$ cat src/common/hazard_pkg.sv
`default_nettype none

package hazard_pkg;

    // datapath and register index widths
    localparam int XLEN  = 64;
    localparam int REG_W = 5;

    // major opcodes that need a data memory access
    localparam logic [6:0] OPC_LOAD  = 7'b0000011;
    localparam logic [6:0] OPC_STORE = 7'b0100011;

    // fetch start address and sequential step
    localparam logic [XLEN-1:0] PC_RESET = 64'h0000_0000_8000_0000;
    localparam logic [XLEN-1:0] PC_STEP  = 64'd4;

    // one instruction word, seen as I-type or S-type
    typedef union packed {
        struct packed {
            logic [11:0]      imm;
            logic [REG_W-1:0] rs1;
            logic [2:0]       funct3;
            logic [REG_W-1:0] rd;
            logic [6:0]       opcode;
        } i_view;
        struct packed {
            logic [6:0]       imm_hi;
            logic [REG_W-1:0] rs2;
            logic [REG_W-1:0] rs1;
            logic [2:0]       funct3;
            logic [4:0]       imm_lo;
            logic [6:0]       opcode;
        } s_view;
    } inst_u;

endpackage

`default_nettype wire

$ cat src/common/hazard_if.sv
`timescale 1ns/100ps
`default_nettype none

interface hazard_if ();

    // memory ops sitting in EX and MEM
    logic ex_is_load;
    logic ex_is_save;
    logic mem_is_load;
    logic mem_is_save;
    // EX destination matches an ID source
    logic rs_id_ex_hit;

    modport trk (
        output ex_is_load, ex_is_save, mem_is_load, mem_is_save, rs_id_ex_hit
    );

    modport ctl (
        input ex_is_load, ex_is_save, mem_is_load, mem_is_save, rs_id_ex_hit
    );

endinterface

`default_nettype wire

$ cat src/common/pipe_ctrl_if.sv
`timescale 1ns/100ps
`default_nettype none

interface pipe_ctrl_if ();

    // per-stage stall and flush enables
    logic pc_stall;
    logic pc_flush;
    logic if_id_stall;
    logic if_id_flush;
    logic id_ex_stall;
    logic id_ex_flush;
    logic ex_mem_stall;
    logic ex_mem_flush;
    logic mem_wb_stall;
    logic mem_wb_flush;

    modport ctl (
        output pc_stall, pc_flush,
        output if_id_stall, if_id_flush,
        output id_ex_stall, id_ex_flush,
        output ex_mem_stall, ex_mem_flush,
        output mem_wb_stall, mem_wb_flush
    );

    // slot tracker follows ID/EX onwards
    modport trk (
        input id_ex_stall, id_ex_flush,
        input ex_mem_stall, ex_mem_flush,
        input mem_wb_stall, mem_wb_flush
    );

    modport pc (
        input pc_stall, pc_flush
    );

endinterface

`default_nettype wire

$ cat src/common/stage_if.sv
`timescale 1ns/100ps
`default_nettype none

interface stage_if
    import hazard_pkg::*;
();

    // decoded info of the word in IF/ID
    logic             id_valid;
    logic             id_is_load;
    logic             id_is_save;
    // register numbers, zero when not meaningful
    logic [REG_W-1:0] id_rd;
    logic [REG_W-1:0] id_rs1;
    logic [REG_W-1:0] id_rs2;

    modport dec (
        output id_valid, id_is_load, id_is_save,
        output id_rd, id_rs1, id_rs2
    );

    modport trk (
        input id_valid, id_is_load, id_is_save,
        input id_rd, id_rs1, id_rs2
    );

endinterface

`default_nettype wire

$ cat src/hazard_ctrl/hazard_ctrl.sv
`timescale 1ns/100ps
`default_nettype none

module hazard_ctrl
    import hazard_pkg::*;
(
    input  logic            jump_en_i,
    input  logic [XLEN-1:0] jump_addr_i,
    input  logic            axi_busy_i,
    input  logic            axi_busy_end_i,
    hazard_if.ctl           hz,
    pipe_ctrl_if.ctl        ctl,
    output logic            jump_en_o,
    output logic [XLEN-1:0] jump_addr_o
);

    logic load_inst;
    logic save_inst;
    logic busy_hold;

    // redirect goes straight on to the PC
    assign jump_en_o   = jump_en_i;
    assign jump_addr_o = jump_addr_i;

    assign load_inst = hz.ex_is_load | hz.mem_is_load;
    assign save_inst = hz.ex_is_save | hz.mem_is_save;
    // busy releases in the busy_end cycle
    assign busy_hold = axi_busy_i & ~axi_busy_end_i;

    // flush chain, highest priority first
    always_comb begin
        ctl.pc_flush     = 1'b0;
        ctl.if_id_flush  = 1'b0;
        ctl.id_ex_flush  = 1'b0;
        ctl.ex_mem_flush = 1'b0;
        ctl.mem_wb_flush = 1'b0;
        if (jump_en_i) begin
            ctl.if_id_flush = 1'b1;
            ctl.id_ex_flush = 1'b1;
        end else if (axi_busy_i) begin
            ctl.id_ex_flush = busy_hold;
        end else if (load_inst) begin
            // bubbles into EX for as long as the load is in flight
            ctl.id_ex_flush = 1'b1;
        end else if (save_inst) begin
            ctl.id_ex_flush = 1'b1;
        end else if (hz.rs_id_ex_hit) begin
            ctl.id_ex_flush = 1'b1;
        end
    end

    // stall chain, jump plays no part here
    always_comb begin
        ctl.pc_stall     = 1'b0;
        ctl.if_id_stall  = 1'b0;
        ctl.id_ex_stall  = 1'b0;
        ctl.ex_mem_stall = 1'b0;
        ctl.mem_wb_stall = 1'b0;
        if (axi_busy_i) begin
            ctl.pc_stall     = busy_hold;
            ctl.if_id_stall  = busy_hold;
            ctl.ex_mem_stall = busy_hold;
        end else if (load_inst) begin
            ctl.pc_stall     = 1'b1;
            ctl.if_id_stall  = 1'b1;
            ctl.ex_mem_stall = hz.mem_is_load;
        end else if (save_inst) begin
            ctl.pc_stall     = 1'b1;
            ctl.if_id_stall  = 1'b1;
            ctl.ex_mem_stall = hz.mem_is_save;
        end else if (hz.rs_id_ex_hit) begin
            ctl.pc_stall    = 1'b1;
            ctl.if_id_stall = 1'b1;
        end
    end

endmodule

`default_nettype wire

$ cat src/rtl/hazard_top.sv
`timescale 1ns/100ps
`default_nettype none

module hazard_top
    import hazard_pkg::*;
(
    input  logic            clk,
    input  logic            rst_n_i,
    input  logic [31:0]     inst_i,
    input  logic            inst_valid_i,
    input  logic            jump_en_i,
    input  logic [XLEN-1:0] jump_addr_i,
    input  logic            axi_busy_i,
    input  logic            axi_busy_end_i,
    output logic [XLEN-1:0] pc_o,
    output logic            if_id_stall_o,
    output logic            if_id_flush_o,
    output logic            id_ex_flush_o,
    output logic            ex_mem_stall_o
);

    // jump request after the control block
    logic            jump_en;
    logic [XLEN-1:0] jump_addr;

    stage_if     st_bus ();
    hazard_if    hz_bus ();
    pipe_ctrl_if ctl_bus ();

    inst_decode u_decode (
        .inst_i       (inst_i),
        .inst_valid_i (inst_valid_i),
        .st           (st_bus.dec)
    );

    pipe_track u_track (
        .clk            (clk),
        .rst_n_i        (rst_n_i),
        .axi_busy_end_i (axi_busy_end_i),
        .st             (st_bus.trk),
        .hz             (hz_bus.trk),
        .pc_ctl         (ctl_bus.trk)
    );

    hazard_ctrl u_ctrl (
        .jump_en_i      (jump_en_i),
        .jump_addr_i    (jump_addr_i),
        .axi_busy_i     (axi_busy_i),
        .axi_busy_end_i (axi_busy_end_i),
        .hz             (hz_bus.ctl),
        .ctl            (ctl_bus.ctl),
        .jump_en_o      (jump_en),
        .jump_addr_o    (jump_addr)
    );

    pc_reg u_pc (
        .clk         (clk),
        .rst_n_i     (rst_n_i),
        .jump_en_i   (jump_en),
        .jump_addr_i (jump_addr),
        .ctl         (ctl_bus.pc),
        .pc_o        (pc_o)
    );

    // enables used by the outside fetch unit and memory stage
    assign if_id_stall_o  = ctl_bus.if_id_stall;
    assign if_id_flush_o  = ctl_bus.if_id_flush;
    assign id_ex_flush_o  = ctl_bus.id_ex_flush;
    assign ex_mem_stall_o = ctl_bus.ex_mem_stall;

endmodule

`default_nettype wire

$ cat src/rtl/inst_decode.sv
`timescale 1ns/100ps
`default_nettype none

module inst_decode
    import hazard_pkg::*;
(
    input  inst_u       inst_i,
    input  logic        inst_valid_i,
    stage_if.dec        st
);

    logic [6:0] opcode;
    logic       is_load;
    logic       is_save;

    // opcode lies at the same bits in both views
    assign opcode  = inst_i.i_view.opcode;
    assign is_load = (opcode == OPC_LOAD);
    assign is_save = (opcode == OPC_STORE);

    assign st.id_valid   = inst_valid_i;
    assign st.id_is_load = inst_valid_i & is_load;
    assign st.id_is_save = inst_valid_i & is_save;

    // a store writes no register, its rd bits are imm_lo
    always_comb begin
        if (inst_valid_i && !is_save) begin
            st.id_rd = inst_i.i_view.rd;
        end else begin
            st.id_rd = '0;
        end
    end

    // rs1 has the same place in I and S forms
    always_comb begin
        if (inst_valid_i) begin
            st.id_rs1 = inst_i.i_view.rs1;
        end else begin
            st.id_rs1 = '0;
        end
    end

    // loads carry immediate bits where rs2 would be
    always_comb begin
        if (inst_valid_i && !is_load) begin
            st.id_rs2 = inst_i.s_view.rs2;
        end else begin
            st.id_rs2 = '0;
        end
    end

endmodule

`default_nettype wire

$ cat src/rtl/pc_reg.sv
`timescale 1ns/100ps
`default_nettype none

module pc_reg
    import hazard_pkg::*;
(
    input  logic            clk,
    input  logic            rst_n_i,
    input  logic            jump_en_i,
    input  logic [XLEN-1:0] jump_addr_i,
    pipe_ctrl_if.pc         ctl,
    output logic [XLEN-1:0] pc_o
);

    logic hold;

    // a PC flush only keeps the current fetch address
    assign hold = ctl.pc_stall | ctl.pc_flush;

    // jump wins over a stall
    always_ff @(posedge clk) begin
        if (!rst_n_i) begin
            pc_o <= PC_RESET;
        end else if (jump_en_i) begin
            pc_o <= jump_addr_i;
        end else if (!hold) begin
            pc_o <= pc_o + PC_STEP;
        end
    end

endmodule

`default_nettype wire

$ cat src/rtl/pipe_track.sv
`timescale 1ns/100ps
`default_nettype none

module pipe_track
    import hazard_pkg::*;
(
    input  logic      clk,
    input  logic      rst_n_i,
    input  logic      axi_busy_end_i,
    stage_if.trk      st,
    hazard_if.trk     hz,
    pipe_ctrl_if.trk  pc_ctl
);

    // EX slot
    logic             ex_valid;
    logic             ex_load;
    logic             ex_save;
    logic [REG_W-1:0] ex_rd;
    // MEM slot
    logic             mem_valid;
    logic             mem_load;
    logic             mem_save;
    // memory access waiting on the bus
    logic             mem_pending;
    logic             mem_retire;

    assign mem_pending = mem_valid & (mem_load | mem_save);
    // leaves MEM once the bus is done and WB can take it
    assign mem_retire  = mem_pending
                       & ((axi_busy_end_i & ~pc_ctl.mem_wb_stall) | pc_ctl.mem_wb_flush);

    // ID/EX, flush inserts a bubble
    always_ff @(posedge clk) begin
        if (!rst_n_i || pc_ctl.id_ex_flush) begin
            ex_valid <= 1'b0;
            ex_load  <= 1'b0;
            ex_save  <= 1'b0;
        end else if (!pc_ctl.id_ex_stall) begin
            ex_valid <= st.id_valid;
            ex_load  <= st.id_is_load;
            ex_save  <= st.id_is_save;
        end
    end

    // rd only matters while ex_valid is set
    always_ff @(posedge clk) begin
        if (!pc_ctl.id_ex_stall) begin
            ex_rd <= st.id_rd;
        end
    end

    // EX/MEM, pending access holds until busy_end
    always_ff @(posedge clk) begin
        if (!rst_n_i || pc_ctl.ex_mem_flush || mem_retire) begin
            mem_valid <= 1'b0;
            mem_load  <= 1'b0;
            mem_save  <= 1'b0;
        end else if (!mem_pending && !pc_ctl.ex_mem_stall) begin
            mem_valid <= ex_valid;
            mem_load  <= ex_load;
            mem_save  <= ex_save;
        end
    end

    assign hz.ex_is_load  = ex_load;
    assign hz.ex_is_save  = ex_save;
    assign hz.mem_is_load = mem_load;
    assign hz.mem_is_save = mem_save;

    // x0 never forms a dependency
    assign hz.rs_id_ex_hit = ex_valid && (ex_rd != '0)
                          && ((ex_rd == st.id_rs1) || (ex_rd == st.id_rs2));

endmodule

`default_nettype wire

$ cat config.mk
export PLATFORM = sky130hd
export DESIGN_NAME = hazard_top
export DESIGN_NICKNAME = d
export VERILOG_FILES = /design/src/common/hazard_pkg.sv /design/src/common/hazard_if.sv /design/src/common/pipe_ctrl_if.sv /design/src/common/stage_if.sv /design/src/hazard_ctrl/hazard_ctrl.sv /design/src/rtl/hazard_top.sv /design/src/rtl/inst_decode.sv /design/src/rtl/pc_reg.sv /design/src/rtl/pipe_track.sv
export SDC_FILE = /design/constraint.sdc
export NUM_CORES = 1
export LEC_CHECK = 0
export ABC_AREA = 1
export BUFFER_PORTS_ARGS = -buffer_cell sky130_fd_sc_hd__buf_2
export CORE_ASPECT_RATIO = 1.1
export CORE_MARGIN = 2
export CORE_UTILIZATION = 45
export CTS_CLUSTER_DIAMETER = 50
export CTS_CLUSTER_SIZE = 8
export DETAILED_ROUTE_END_ITERATION = 6
export GPL_ROUTABILITY_DRIVEN = 0
export MAX_ROUTING_LAYER = met4
export PLACE_DENSITY = 0.71
export SYNTH_ARGS = -nofsm -noshare
export SYNTH_HDL_FRONTEND = slang
export SYNTH_SLANG_ARGS = --single-unit
$ cat constraint.sdc
create_clock -name clk -period 2.7 [get_ports clk]
set_clock_uncertainty 0.1 [all_clocks]
set_input_delay 0.27 -clock clk [delete_from_list [all_inputs] [get_ports clk]]
set_output_delay 0.27 -clock clk [all_outputs]
set_load 0.005 [all_outputs]
==> results.tsv, run 1 <==
metric	value	unit
postPlaceCellArea	6490	um2
r2r-end	u_pc.pc_o[50]	
critPathLaunchType	flip-flop	
mostFrequentLayoutCells	nand2_1, buf_2, nand3_1	
dieWidth	111	um
grt_pass1_wl	28.5	mm
finalCoreUtilization	55.8	%
fin_crit_sh	93.2	%
drtIter0Drc	477	
dp_cells	1204	
crit_required	2.87	ns
r2r-start	u_pc.pc_o[2]	
critPathSlowestCell	nor3_1	
top_usage_layer	met2	
cts_made_buffers	9	
die_area	13400	um2
power_frac_seq	42.4	%
syn_nets	1023	
irDropWorstVdd	0.363	mV
final_common_cell	nand2_1	
swShare	28.9	%
drt-total-wl	17.3	mm
cts_hold_buf	0	
area_growth	20.2	%
cts.clk_slew.worst_paths	0.06	ns
final_area	6780	um2
p_int	2.15	mW
cts-htree-levels	3	
via_per_inst	5.29	
cts.sinks	75	
seq_area_frac_synth	26.6	%
grt_overflow	0	
start_util	46.4	%
grt_pass1_vias	5749	
finalNonFillerCells	1218	
r2r_slack	0.18	ns
firstDrtPassIters	5	
clk_root_buffer_cell	clkbuf_16	
grt_antenna_before_repair	0	
tns	0	ns
max_slew.worst_pin.slew	0.548	ns
cp-startpoint	u_pc.pc_o[2]	
fin_worst_hold_slack	0.0458	ns
remaining_drc_errors	0	
port_buffers	159	
cp_num_cells	12	
ant_nets	0	
num_vias	6438	
fin_crit	2.52	ns
setup_ws	0.183	ns
reg2reg_depth	12	
worstSetupPathType	reg2reg	
ys_top_cells_by_area	dfxtp_1, nand2_1, nand3_1, xor2_1, a21oi_1	
power_density	446	nW/um2
synth_top_cell_by_area	dfxtp_1	
clock.fmax	397	MHz
drive_gt1_share	20.4	%
async_flop_share	0	%
relSlewSlack	63.2	%
regArea	1500	um2
io_pins	170	
grt_max_degree	92	
synthDistinctLibCells	35	
setup_viol	0	
num_rows	42	
p_leak	3.00	nW
maxCapViolations	0	
globalRouteTotalUtil	26.6	%
cts_tree	built	
cp.arrival	2.68	ns
synth_flop_cell	dfxtp_1	
post_cts_buffers	0	
rsz0062_at_grt	false	
synth.avg_cell_area	6.13	um2
p_sw	874	uW
grt_use_met1	35.2	%
antenna_cells	0	
wl_per_cell	14.2	um
multi_input_area	3590	um2
max_stage_delay	0.50	ns
slew_viol_final	0	
pwr-share-clk	38.9	%
synth_warnings	0	
comb_power_share	18.7	%
use_met3	3.60	%
syn_inst	920	
synth_edf_count	0	
crit_top_cell	nand2_1	
hold_class	in2reg	
nNetsFinal	1164	
grt_use_met2	43.2	%
synth_top_area_share	26.6	%
critPathCapture	u_pc.pc_o[50]	
critPathCaptureType	flip-flop	
core	12100	um2
path_cells	ha_1, nand2_1, nor2_2, inv_1, nor3_1, buf_4, nand3_1, xor2_1, nand2_1, nand2_1, nand2_1, a21oi_1	
finalHoldViolations	0	
hpwl	13.4	mm
post_cts_resized	0	
cts_buffer_depth	2	
outcome	completed	
cp_max_fo	4	
path_delay_family	simple AND/OR/NAND/NOR gates	
chipHeight	121	um
syn_area	5640	um2
clk_latency	0.33	ns
place_ws	0.342	ns
synth_seq_cells	75	
nFillCells	1273	
cp_num_buf_inv	2	
total_power	3.02	mW
[kinds of logic after synthesis]
logic type               count (synthesis)  synth area share, %
flip-flops                              75                 26.6
adder cells (fa/ha/maj)                  1                0.222
AO/OA/AOI/OAI                           94                 8.43
buffers and inverters                  119                 9.66
XOR/XNOR                                64                 9.94
multiplexers                             1                0.178
AND/OR/NAND/NOR                        566                 44.9
[worst min-delay path: stages]
cell    delay [ns]
buf_2         0.10
inv_1         0.04
nor2_1        0.03
[power groups by stage]
stage	Clock [mW]	Combinational, mW	Sequential, mW
4_1_cts	1.19	0.566	1.28
3_3_place_gp	0	0.556	1.30
6_report	1.18	0.564	1.28
3_5_place_dp	0	0.563	1.30
2_1_floorplan	0	0.367	1.29
5_1_grt	1.24	0.641	1.29
[Yosys cell counts (4+ instances only)]
master and n:
xor2_1 38, xnor2_1 26, o21ai_0 26, inv_1 73, clkbuf_1 21, a21oi_1 63, nand2_1 307, nand4_1 33
buf_1 4, nor3_1 20, nand3_1 96, nor2_1 72, buf_6 11, dfxtp_1 75, nor4_1 5, nor3_2 6
nor2_2 12
[state kept, by name, summed over array words and instances, names as in the netlist]
register,flops
u_pc.pc_o,64
u_track.ex_rd,5
u_track.ex_valid,1
u_track.hz.ex_is_load,1
u_track.hz.ex_is_save,1
u_track.hz.mem_is_load,1
u_track.hz.mem_is_save,1
u_track.mem_valid,1
[worst min path at each step]
stage / start / to / slack (ns) / depth (start not counted)
final: inst_i[11] / u_track.ex_rd[4] / 0.05 / 3
after detailed placement: u_track.hz.mem_is_save / u_track.hz.mem_is_save / 0.36 / 2
after global routing: inst_i[9] / u_track.ex_rd[2] / 0.06 / 3
after global placement: u_track.hz.mem_is_save / u_track.hz.mem_is_save / 0.36 / 2
after CTS: inst_i[9] / u_track.ex_rd[2] / 0.04 / 3
after floorplan: inst_i[7] / u_track.ex_rd[0] / 0.28 / 2
[layout make-up]
class | instances | share of cell area (%)
Clock inverter | 3 | 0.591
Inverter | 77 | 4.27
Clock buffer | 11 | 3.58
Multi-Input combinational cell | 726 | 53.0
Tap cell | 154 | 2.84
Timing Repair Buffer | 172 | 13.6
Sequential cell | 75 | 22.2
[routing by layer]
layer  routed length, um  part of all wire [%]
met4                 401                   2.3
met3                1080                   6.2
met1                7820                    45
met2                7960                    46
met5                   0                     0
(Power assumes the default switching activity.)
==> run 2: changes to the inputs <==
--- a/config.mk
+++ b/config.mk
@@ -7,15 +7,17 @@
 export LEC_CHECK = 0
 export ABC_AREA = 1
 export BUFFER_PORTS_ARGS = -buffer_cell sky130_fd_sc_hd__buf_2
+export CELL_PAD_IN_SITES_DETAIL_PLACEMENT = 2
+export CELL_PAD_IN_SITES_GLOBAL_PLACEMENT = 2
 export CORE_ASPECT_RATIO = 1.1
 export CORE_MARGIN = 2
-export CORE_UTILIZATION = 45
+export CORE_UTILIZATION = 27
 export CTS_CLUSTER_DIAMETER = 50
 export CTS_CLUSTER_SIZE = 8
 export DETAILED_ROUTE_END_ITERATION = 6
 export GPL_ROUTABILITY_DRIVEN = 0
 export MAX_ROUTING_LAYER = met4
-export PLACE_DENSITY = 0.71
+export PLACE_DENSITY = 0.82
 export SYNTH_ARGS = -nofsm -noshare
 export SYNTH_HDL_FRONTEND = slang
 export SYNTH_SLANG_ARGS = --single-unit
==> run 2 against run 1 <==
- combinational power up 8.5%
- routed wire length rose by 37%
- setup slack better by 0.043 ns
- via count is 2.6% higher
- hold slack lost 0.015 ns
- count of clock-buffer cells in the layout down 1
- sequential power about the same
- largest cell class unchanged
==> results.tsv, run 2 (synthesis gave the netlist of run 1 again) <==
metric	value	unit
maxCapViolations	0	
total_power	3.07	mW
start_util	27.5	%
die_area	22000	um2
final_common_cell	nand2_1	
finalHoldViolations	0	
cts-htree-levels	3	
firstDrtPassIters	4	
dieWidth	142	um
ant_nets	0	
top_regs	u_pc.pc_o: 64 flops, u_track.ex_rd: 5 flops	
core	20500	um2
relSlewSlack	53.8	%
via_per_inst	4.97	
io_pins	170	
cts_tree	built	
globalRouteTotalUtil	22.6	%
cts.clk_slew.worst_paths	0.06	ns
tns	0	ns
drive_gt1_share	21.3	%
setup_ws	0.225	ns
worstSetupPathType	reg2reg	
clk_root_buffer_cell	clkbuf_16	
hpwl	18.5	mm
num_vias	6605	
grt_overflow	0	
clock.fmax	404	MHz
crit_required	2.87	ns
grt_antenna_before_repair	0	
largest_reg_flops	64	
port_buffers	159	
chipHeight	156	um
grt_pass1_wl	38.3	mm
postPlaceCellArea	6700	um2
regMostFlops	u_pc.pc_o	
fin_crit	2.47	ns
drtIter0Drc	197	
clk_latency	0.35	ns
r2r_slack	0.23	ns
crit_top_cell	nand2_1	
mostFrequentLayoutCells	nand2_1, buf_2, nand3_1	
remaining_drc_errors	0	
outcome	completed	
slew_viol_final	0	
final_area	6990	um2
cts_buffer_depth	2	
drt-total-wl	23.7	mm
grt_pass1_vias	7076	
nNetsFinal	1171	
critPathLaunchType	flip-flop	
cts_made_buffers	9	
critPathCaptureType	flip-flop	
place_ws	0.261	ns
rsz0062_at_grt	false	
critPathSlowestCell	nor2_1	
antenna_cells	0	
p_leak	3.04	nW
grt_max_degree	92	
cts.sinks	75	
cp.arrival	2.65	ns
max_slew.worst_pin.slew	0.693	ns
max_stage_delay	0.44	ns
irDropWorstVdd	0.275	mV
cp_max_fo	4	
area_growth	24.0	%
num_rows	55	
hold_class	in2reg	
power_density	439	nW/um2
fin_crit_sh	91.7	%
path_cells	ha_1, nand2_1, nor2_1, nand2_1, nor2_1, nand3_1, xnor2_1, nand2_1, nand2_1, nand2_1, a21oi_1	
setup_viol	0	
wl_per_cell	17.8	um
nFillCells	2596	
==> run 2: cell count changes in the layout (fill, tap and decap cells not counted), sizes merged <==
| cell | change |
|---|---|
| buf | +7 |
| bufinv | -1 |
| clkbuf | -1 |
| clkinv | +1 |
| clkinvlp | +3 |
==> run 2: per-layer routing <==
layer / wire length (um) / GRT usage (%) / share of wire (%)
met3: 628 / 2.58 / 2.6
met1: 10900 / 27.8 / 46
met4: 546 / 7.62 / 2.3
met5: 0 / - / 0
met2: 11700 / 38.4 / 49
==> run 2: final timing paths <==
check	startpoint	end	cells past startpoint
max	u_pc.pc_o[3]	u_pc.pc_o[48]	11
min reg2reg	u_track.ex_valid	u_track.mem_valid	2
max reg2reg	u_pc.pc_o[3]	u_pc.pc_o[48]	11
min	inst_i[9]	u_track.ex_rd[2]	3
==> run 2: critical path: cells and delay by family (launching register included) <==
kind,cells,cell delay (ns)
xor gates and xnor gates,1,0.20
and+or+nand+nor,8,1.37
DFF,1,0.34
adders and majority gates,1,0.23
AOI/OAI and AO/OA,1,0.15
==> run 2: area by class of cell <==
| type | count | area, um2 | share of cell area, % |
|---|---|---|---|
| repair buffers | 179 | 996 | 14.2 |
| inverters | 77 | 289 | 4.14 |
| multi-input cells | 726 | 3600 | 51.5 |
| flip-flops and latches | 75 | 1500 | 21.5 |
| well taps | 256 | 320 | 4.58 |
| clock inverters | 6 | 41.3 | 0.591 |
| clock buffers | 10 | 239 | 3.42 |
==> run 2: what timing repair did <==
action	4_1_cts	5_1_grt
endpoints found under the setup margin	0	1
hold buffers	0	0
buffers inserted	0	0
gates resized for setup	0	3
==> run 2: power breakdown <==
group          switching, mW  internal, mW
Combinational          0.362         0.250
Clock                  0.525         0.646
Sequential             0.105          1.18
Total                  0.992          2.08
==> run 2: through the flow <==
step | cells | hold slack [ns] | utilization, %
finish | 1329 | 0.0304 | 34.1
global route | 1329 | 0.0316 | 34.1
CTS | 1329 | 0.0230 | 34.0
detailed placement | 1313 | 0.364 | 32.7
global placement | 1313 | 0.358 | 32.7
floorplan | 920 | 0.282 | -
